`src/hw/g729_params.svh`:
```
`ifndef G729_PARAMS_SVH
`define G729_PARAMS_SVH

//////////////////////////////////////////////////
// Word widths
//////////////////////////////////////////////////
`define G729_WORD_W 16
`define G729_LONG_W 32

//////////////////////////////////////////////////
// Saturation limits, signed literals
//////////////////////////////////////////////////
`define G729_MAX_16 16'sh7fff
`define G729_MIN_16 16'sh8000
`define G729_MAX_32 32'sh7fffffff
`define G729_MIN_32 32'sh80000000

`endif

```
`src/hw/g729_pkg.sv`:
```
`include "g729_params.svh"

package g729_pkg;

	//////////////////////////////////////////////////
	// Basic G.729 words
	//////////////////////////////////////////////////

	// Q15 fractional word
	typedef logic signed [`G729_WORD_W-1:0] word16_t;

	// Q31 long word
	typedef logic signed [`G729_LONG_W-1:0] word32_t;

	//////////////////////////////////////////////////
	// Double precision operand
	//////////////////////////////////////////////////

	// hi in the upper half, as L_Extract leaves it
	typedef struct packed {
		word16_t hi;
		word16_t lo;
	} dpf_pair_t;

	// Same bits, long view or hi/lo view
	typedef union packed {
		word32_t   full;
		dpf_pair_t half;
	} dpf_t;

endpackage

```
`src/hw/l_mult.sv`:
```
`timescale 1ns/1ps
`include "g729_params.svh"

// L_mult: fractional multiply, result doubled into Q31
module l_mult (
	input  g729_pkg::word16_t a,
	input  g729_pkg::word16_t b,
	output g729_pkg::word32_t p,
	output logic              ovf
);
	import g729_pkg::*;

	// Raw signed product, inputs sign extended by context
	word32_t prod;

	//////////////////////////////////////////////////
	// Datapath
	//////////////////////////////////////////////////

	assign prod = a * b;

	// Only -1 * -1 leaves the Q31 range after doubling
	assign ovf = (a == `G729_MIN_16) && (b == `G729_MIN_16);

	// Doubling drops the redundant sign bit
	always_comb begin
		if (ovf) begin
			p = `G729_MAX_32;
		end else begin
			p = prod <<< 1;
		end
	end

	//////////////////////////////////////////////////
	// Checks
	//////////////////////////////////////////////////

	// Doubled product keeps the sign of a * b, saturated or not
	always_comb begin
		assert final (a == '0 || b == '0 ||
				p[`G729_LONG_W-1] == (a[`G729_WORD_W-1] ^ b[`G729_WORD_W-1]))
			else $error("l_mult: %h * %h gave %h", a, b, p);
	end

endmodule

```
`src/hw/mult.sv`:
```
`timescale 1ns/1ps
`include "g729_params.svh"

// mult: fractional multiply, Q15 result truncated
module mult (
	input  g729_pkg::word16_t a,
	input  g729_pkg::word16_t b,
	output g729_pkg::word16_t p,
	output logic              ovf
);
	import g729_pkg::*;

	word32_t prod;
	// Product scaled back to Q15, still 32 bits wide
	word32_t shifted;

	assign prod    = a * b;
	assign shifted = prod >>> (`G729_WORD_W - 1);

	// Upper bits must all match the Q15 sign bit
	assign ovf = shifted[`G729_LONG_W-1:`G729_WORD_W-1] !=
		{(`G729_LONG_W - `G729_WORD_W + 1){shifted[`G729_WORD_W-1]}};

	// Saturate toward the sign of the true product
	always_comb begin
		if (!ovf) begin
			p = shifted[`G729_WORD_W-1:0];
		end else if (shifted[`G729_LONG_W-1]) begin
			p = `G729_MIN_16;
		end else begin
			p = `G729_MAX_16;
		end
	end

	// Like signs never give a negative full scale result
	always_comb begin
		assert final (!(a != '0 && b != '0 && a[`G729_WORD_W-1] == b[`G729_WORD_W-1])
				|| p != `G729_MIN_16)
			else $error("mult: %h * %h gave %h", a, b, p);
	end

endmodule

```
`src/hw/l_mac.sv`:
```
`timescale 1ns/1ps
`include "g729_params.svh"

// L_mac: acc + L_mult(a, b), both steps saturating
module l_mac (
	input  g729_pkg::word32_t acc,
	input  g729_pkg::word16_t a,
	input  g729_pkg::word16_t b,
	output g729_pkg::word32_t sum,
	output logic              ovf
);
	import g729_pkg::*;

	word32_t prod;
	word32_t prod_sat;
	word32_t raw;
	logic    mul_ovf;
	logic    add_ovf;
	// Exact sum, one guard bit
	logic [`G729_LONG_W:0] sum_wide;

	//////////////////////////////////////////////////
	// Multiply stage, same rule as L_mult
	//////////////////////////////////////////////////

	assign prod     = a * b;
	assign mul_ovf  = (a == `G729_MIN_16) && (b == `G729_MIN_16);
	assign prod_sat = mul_ovf ? `G729_MAX_32 : (prod <<< 1);

	//////////////////////////////////////////////////
	// Accumulate stage, L_add
	//////////////////////////////////////////////////

	// Wrapping sum
	assign raw = acc + prod_sat;

	// Overflow only when addends agree in sign and the sum does not
	assign add_ovf = (acc[`G729_LONG_W-1] == prod_sat[`G729_LONG_W-1]) &&
		(raw[`G729_LONG_W-1] != acc[`G729_LONG_W-1]);

	assign sum = add_ovf ? (acc[`G729_LONG_W-1] ? `G729_MIN_32 : `G729_MAX_32) : raw;
	assign ovf = mul_ovf | add_ovf;

	assign sum_wide = {acc[`G729_LONG_W-1], acc} + {prod_sat[`G729_LONG_W-1], prod_sat};

	// Saturated or not, sum has the sign of the exact sum
	always_comb begin
		assert final (sum[`G729_LONG_W-1] == sum_wide[`G729_LONG_W])
			else $error("l_mac: sign lost, acc %h sum %h", acc, sum);
		// Adder flags exactly the sums that leave 32 bits
		assert final (add_ovf == (sum_wide[`G729_LONG_W] != sum_wide[`G729_LONG_W-1]))
			else $error("l_mac: add_ovf %b for acc %h term %h", add_ovf, acc, prod_sat);
	end

endmodule

```
`src/hw/mpy_32.sv`:
```
`timescale 1ns/1ps
`include "g729_params.svh"

// Mpy_32 sequencer: L_mult(hi1,hi2), then two L_mac cross terms
module mpy_32 (
	input  logic              clock,
	input  logic              reset,
	input  logic              start,
	input  g729_pkg::dpf_t    var1,
	input  g729_pkg::dpf_t    var2,
	input  g729_pkg::word32_t l_mult_p,
	input  logic              l_mult_ovf,
	input  g729_pkg::word16_t mult_p,
	input  logic              mult_ovf,
	input  g729_pkg::word32_t l_mac_sum,
	input  logic              l_mac_ovf,
	output g729_pkg::word16_t l_mult_a,
	output g729_pkg::word16_t l_mult_b,
	output g729_pkg::word16_t mult_a,
	output g729_pkg::word16_t mult_b,
	output g729_pkg::word16_t l_mac_a,
	output g729_pkg::word16_t l_mac_b,
	output g729_pkg::word32_t l_mac_acc,
	output g729_pkg::word32_t result,
	output logic              overflow,
	output logic              done,
	output logic              busy
);
	import g729_pkg::*;

	// L_mac(x, 1) doubles the mult term, as in the C model
	localparam word16_t MAC_ONE = 16'sd1;

	typedef enum logic [2:0] {
		IDLE,
		L_MULT,
		MAC_HL,
		MAC_LH,
		DONE
	} state_t;

	state_t  state;
	state_t  state_next;
	// Partial product between operator steps
	word32_t product;
	// Sticky overflow of the running operation
	logic    ovf_acc;
	logic    step_ovf;

	//////////////////////////////////////////////////
	// State and status registers
	//////////////////////////////////////////////////

	always_ff @(posedge clock) begin
		if (reset) begin
			state    <= IDLE;
			ovf_acc  <= 1'b0;
			result   <= '0;
			overflow <= 1'b0;
		end else begin
			state <= state_next;
			if (state == IDLE && start) begin
				ovf_acc <= 1'b0;
			end else begin
				ovf_acc <= ovf_acc | step_ovf;
			end
			// Last step, publish result and flag together
			if (state == MAC_LH) begin
				result   <= l_mac_sum;
				overflow <= ovf_acc | step_ovf;
			end
		end
	end

	// Each state overwrites the partial before it is read
	always_ff @(posedge clock) begin
		if (state == L_MULT) begin
			product <= l_mult_p;
		end else if (state == MAC_HL) begin
			product <= l_mac_sum;
		end
	end

	//////////////////////////////////////////////////
	// Next state and operator operands
	//////////////////////////////////////////////////

	always_comb begin
		state_next = state;
		step_ovf   = 1'b0;
		l_mult_a   = '0;
		l_mult_b   = '0;
		mult_a     = '0;
		mult_b     = '0;
		l_mac_a    = '0;
		l_mac_b    = '0;
		l_mac_acc  = '0;
		case (state)
			IDLE: begin
				if (start) begin
					state_next = L_MULT;
				end
			end
			// hi1 * hi2
			L_MULT: begin
				l_mult_a   = var1.half.hi;
				l_mult_b   = var2.half.hi;
				step_ovf   = l_mult_ovf;
				state_next = MAC_HL;
			end
			// + mult(hi1, lo2)
			MAC_HL: begin
				mult_a     = var1.half.hi;
				mult_b     = var2.half.lo;
				l_mac_a    = mult_p;
				l_mac_b    = MAC_ONE;
				l_mac_acc  = product;
				step_ovf   = mult_ovf | l_mac_ovf;
				state_next = MAC_LH;
			end
			// + mult(lo1, hi2)
			MAC_LH: begin
				mult_a     = var1.half.lo;
				mult_b     = var2.half.hi;
				l_mac_a    = mult_p;
				l_mac_b    = MAC_ONE;
				l_mac_acc  = product;
				step_ovf   = mult_ovf | l_mac_ovf;
				state_next = DONE;
			end
			DONE: begin
				state_next = IDLE;
			end
			default: begin
				state_next = IDLE;
			end
		endcase
	end

	assign done = (state == DONE);
	assign busy = (state != IDLE);

	//////////////////////////////////////////////////
	// Checks
	//////////////////////////////////////////////////

	// Accepted start completes four cycles later, in a single cycle pulse
	assert property (@(posedge clock) disable iff (reset)
		(state == IDLE && start) |=> !done ##1 !done ##1 !done ##1 done ##1 !done);

	// A start seen mid operation never republishes result or flag
	assert property (@(posedge clock) disable iff (reset)
		($changed(result) || $changed(overflow)) |-> done);

endmodule

```
`src/hw/mpy_32_top.sv`:
```
`timescale 1ns/1ps

// Mpy_32 controller with its three G.729 operators
module mpy_32_top (
	input  logic              clock,
	input  logic              reset,
	input  logic              start,
	input  g729_pkg::dpf_t    var1,
	input  g729_pkg::dpf_t    var2,
	output g729_pkg::word32_t result,
	output logic              overflow,
	output logic              done,
	output logic              busy
);
	import g729_pkg::*;

	// L_mult operator
	word16_t l_mult_a;
	word16_t l_mult_b;
	word32_t l_mult_p;
	logic    l_mult_ovf;

	// mult operator
	word16_t mult_a;
	word16_t mult_b;
	word16_t mult_p;
	logic    mult_ovf;

	// L_mac operator
	word16_t l_mac_a;
	word16_t l_mac_b;
	word32_t l_mac_acc;
	word32_t l_mac_sum;
	logic    l_mac_ovf;

	//////////////////////////////////////////////////
	// Controller
	//////////////////////////////////////////////////

	mpy_32 u_mpy_32 (
		.clock      (clock),
		.reset      (reset),
		.start      (start),
		.var1       (var1),
		.var2       (var2),
		.l_mult_p   (l_mult_p),
		.l_mult_ovf (l_mult_ovf),
		.mult_p     (mult_p),
		.mult_ovf   (mult_ovf),
		.l_mac_sum  (l_mac_sum),
		.l_mac_ovf  (l_mac_ovf),
		.l_mult_a   (l_mult_a),
		.l_mult_b   (l_mult_b),
		.mult_a     (mult_a),
		.mult_b     (mult_b),
		.l_mac_a    (l_mac_a),
		.l_mac_b    (l_mac_b),
		.l_mac_acc  (l_mac_acc),
		.result     (result),
		.overflow   (overflow),
		.done       (done),
		.busy       (busy)
	);

	//////////////////////////////////////////////////
	// Operators, all combinational
	//////////////////////////////////////////////////

	l_mult u_l_mult (.a(l_mult_a), .b(l_mult_b), .p(l_mult_p), .ovf(l_mult_ovf));

	mult u_mult (.a(mult_a), .b(mult_b), .p(mult_p), .ovf(mult_ovf));

	l_mac u_l_mac (
		.acc (l_mac_acc),
		.a   (l_mac_a),
		.b   (l_mac_b),
		.sum (l_mac_sum),
		.ovf (l_mac_ovf)
	);

endmodule

```
`config.mk`:
```
export PLATFORM = sky130hd
export DESIGN_NAME = mpy_32_top
export DESIGN_NICKNAME = d
export VERILOG_FILES = /design/src/hw/g729_pkg.sv /design/src/hw/l_mult.sv /design/src/hw/mult.sv /design/src/hw/l_mac.sv /design/src/hw/mpy_32.sv /design/src/hw/mpy_32_top.sv
export VERILOG_INCLUDE_DIRS = /design/src /design/src/hw
export SDC_FILE = /design/constraint.sdc
export NUM_CORES = 2
export LEC_CHECK = 0
export ABC_AREA = 1
export BUFFER_PORTS_ARGS = -buffer_cell sky130_fd_sc_hd__buf_2
export CAP_MARGIN = 40
export CORE_ASPECT_RATIO = 1.2
export CORE_MARGIN = 1
export CORE_UTILIZATION = 35
export CTS_BUF_LIST = sky130_fd_sc_hd__clkbuf_8
export DETAILED_ROUTE_END_ITERATION = 8
export HOLD_SLACK_MARGIN = 0.08
export PLACE_DENSITY = 0.58
export SYNTH_ARGS = -nofsm -noshare
export SYNTH_HDL_FRONTEND = slang
export SYNTH_SLANG_ARGS = --single-unit
```
`constraint.sdc`:
```
create_clock -name clock -period 12.94 [get_ports clock]
set_input_delay 1.294 -clock clock [delete_from_list [all_inputs] [get_ports clock]]
set_output_delay 1.294 -clock clock [all_outputs]
set_load 0.01 [all_outputs]
```
==> flow_summary.yaml <==
status:
  status: "complete, no violations"
worst_setup_path:
  r2r_start: "u_mpy_32.state[2]$_SDFFE_PP0P_"
  crit_end: "u_mpy_32.product[24]$_DFFE_PP_"
  required_ns: 13.07
  slowest_delay_ns: 0.89
  crit_type: "reg2reg"
  crit_arrival_ns: 11.54
  crit_top_cell: "nand2_1"
  start_kind: "flop"
  cp-startpoint: "u_mpy_32.state[2]$_SDFFE_PP0P_"
  rr_worst_depth: 45
  rr_endpoint: "u_mpy_32.product[24]$_DFFE_PP_"
  slowest_stage: "fa_1"
  crit_fanout: 33
  worstSetupEndpointType: "flop"
  rrSetupSlack_ns: 1.54
clocking:
  ctsResizeCount: 0
  root_buffer: "clkbuf_8"
  clk_latency_ns: 0.39
  hold_buffers: 0
  h-tree-depth: 3
  cts_sinks: 69
  cts_setup_buffers: 0
  clk_pin_slew_ns: 0.09
  cts_tree: "built"
  clock_path_buffers: 2
  numCtsBuffers: 9
synthesis:
  syn_area_um2: 25770
  yosysUniqueCellTypes: 52
  avgSynthCellArea_um2: 7.542
  syn_inst: 3417
  ys.flop_type: "dfxtp_1"
  ys_warn_count: 0
  synth_nets: 4193
  seq_area_frac_synth: 0.06603
  synth_edf_count: 32
  yosys_register_bits: 69
  synthArstFlopShare: 0
power_and_ir_drop:
  p_switching_mw: 1.246
  vdd_ir_drop_max_uv: 78.18
  power_leakage_nw: 15.13
  switching_share: 0.5657
  powerDensity_nw_per_um2: 79.84
  combPwrFrac: 0.788
  pwr-share-seq: 0.129
  internal_power_mw: 0.9569
  p_clk_frac: 0.084
placed_design:
  placed_cell_area_um2: 27390
  port-buffer-count: 101
  dp_cells: 4402
  dpl.hpwl_um: 70640
  place_congestion: 0.9582
floorplanning:
  core_um2: 72560
  die-area_um2: 74730
  fp.dieH_um: 299.3
  row_count: 108
  die_w_um: 249.7
  start_util: 0.3551
  ioPinCount: 102
global_routing:
  grt_pass1_vias: 23630
  antenna_found_initial: 6
  overflow: 0
  grt_pass1_wl_um: 132300
  grt_max_degree: 50
  grt_use_total: 0.2303
final_layout:
  final_common_cell: "inv_1"
  drive_above_1_share: 0.06115
  instances_no_fill: 4424
  synthToLayoutAreaGrowth_pct: 7.084
  fin_nets: 4254
  fin_area_um2: 27600
  layout_common_cells: "inv_1, nand2_1, fa_1, nor2_1, ha_1"
timing:
  drv_slew: 0
  max_freq_ghz: 0.08770
  max_slew_margin: 0.3971
  hold_viol_final: 0
  setup-tns-final_ns: 0
  rsz0062_at_grt: "no"
  tightest_slew_ns: 0.8983
  period_minus_slack_ns: 11.40
  fin_crit_sh: 0.8812
  skew_ns: 0.01943
  finalSetupViolCount: 0
route:
  routed-via-count: 21920
  wirelength_um: 82310
  dr.pass1.iters: 6
  antenna_left: 0
  avgViaCountPerCell: 4.954
  drt-initial-drc-count: 1517
  drc_errors: 0
  wl_per_cell_um: 18.61
min_path:
  min_path_type: "reg2reg"
run:
  cap_violations: 0
-- metrics by stage --
step                      worst slack (ns)  power, mW  hold slack (ns)    util
after global routing                0.4838      2.430           0.5604  0.3803
after CTS                            1.515      2.220           0.5384  0.3801
after floorplan                      2.726      1.457           0.4919       -
after global placement               1.587      2.017           0.5128  0.3769
final                                1.537      2.203           0.5419  0.3803
after detailed placement             1.295      2.021           0.5173  0.3775
-- Yosys cell counts, drive strengths merged, types with 2 or more instances --
cell type  instances  share of area
a21oi            114          0.022
o21a              14         0.0041
nand3b             3        0.00087
buf               23         0.0048
or2                6         0.0015
o211ai             7         0.0020
dfxtp             37          0.029
xor2              32          0.011
o211a              2        0.00078
o221ai             2        0.00068
and2               6         0.0015
a21o              12         0.0035
a41oi              3         0.0010
clkbuf            71          0.010
o21ai             98          0.019
and3               3        0.00073
inv              900           0.13
a21boi             6         0.0017
xnor2             31          0.011
nand3            103          0.020
nand2            736           0.11
edfxtp            32          0.037
clkinv             6        0.00092
nor3              16         0.0031
nor4              11         0.0027
o21bai            14         0.0041
ha               191          0.093
nor2             376          0.059
fa               518           0.40
nand4             21         0.0051
a31oi             15         0.0036
-- critical path, delay by kind of cell (launching register included) --
kind                       cells  cell delay, ns
buffers and inverters          7            0.90
and+or+nand+nor               23            3.44
AOI/OAI and AO/OA              5            1.46
DFF                            1            0.40
adders and majority gates     10            4.90
-- metal layers --
metal | GRT usage | part of all wire
met1 | 0.2784 | 0.40
met2 | 0.4164 | 0.50
met3 | 0.01650 | 0.046
met4 | 0.1058 | 0.052
met5 | 0 | 0
-- power by group through the flow --
stage | combinational (mW) | sequential (mW) | clock, mW
4_1_cts | 1.75 | 0.284 | 0.185
3_3_place_gp | 1.73 | 0.288 | 0
6_report | 1.74 | 0.284 | 0.184
5_1_grt | 1.95 | 0.287 | 0.192
2_1_floorplan | 1.17 | 0.288 | 0
3_5_place_dp | 1.73 | 0.289 | 0
-- cell families after synthesis --
logic type / share of synthesized area
xor+xnor: 0.02141
fa+ha+maj: 0.4951
simple gates: 0.2053
buf+inv: 0.1472
compound gates: 0.06501
flops: 0.06603
-- flip-flops by register name (all words and copies together), names as in the netlist --
name               cells
u_mpy_32.overflow      1
u_mpy_32.state         3
u_mpy_32.ovf_acc       1
u_mpy_32.product      32
u_mpy_32.result       32
-- how the worst min path moves through the flow --
stage	slack, ns	depth (start not counted)	from	endpoint
2_1_floorplan	0.49	4	u_mpy_32.ovf_acc$_SDFF_PP0_	u_mpy_32.ovf_acc$_SDFF_PP0_
3_3_place_gp	0.51	4	u_mpy_32.ovf_acc$_SDFF_PP0_	u_mpy_32.ovf_acc$_SDFF_PP0_
3_5_place_dp	0.52	4	u_mpy_32.ovf_acc$_SDFF_PP0_	u_mpy_32.ovf_acc$_SDFF_PP0_
4_1_cts	0.54	4	u_mpy_32.ovf_acc$_SDFF_PP0_	u_mpy_32.ovf_acc$_SDFF_PP0_
5_1_grt	0.56	4	u_mpy_32.ovf_acc$_SDFF_PP0_	u_mpy_32.ovf_acc$_SDFF_PP0_
6_report	0.54	4	u_mpy_32.ovf_acc$_SDFF_PP0_	u_mpy_32.ovf_acc$_SDFF_PP0_
-- cell type report --
type	count	area, µm²
diodes	6	15.01
fillers	7723	44970
clock inverters	7	67.56
multi-input cells	2348	20280
clock buffers	9	123.9
repair buffers	144	835.8
well taps	935	1170
inverters	906	3402
flip-flops and latches	69	1702
(Power assumes the default switching activity.)
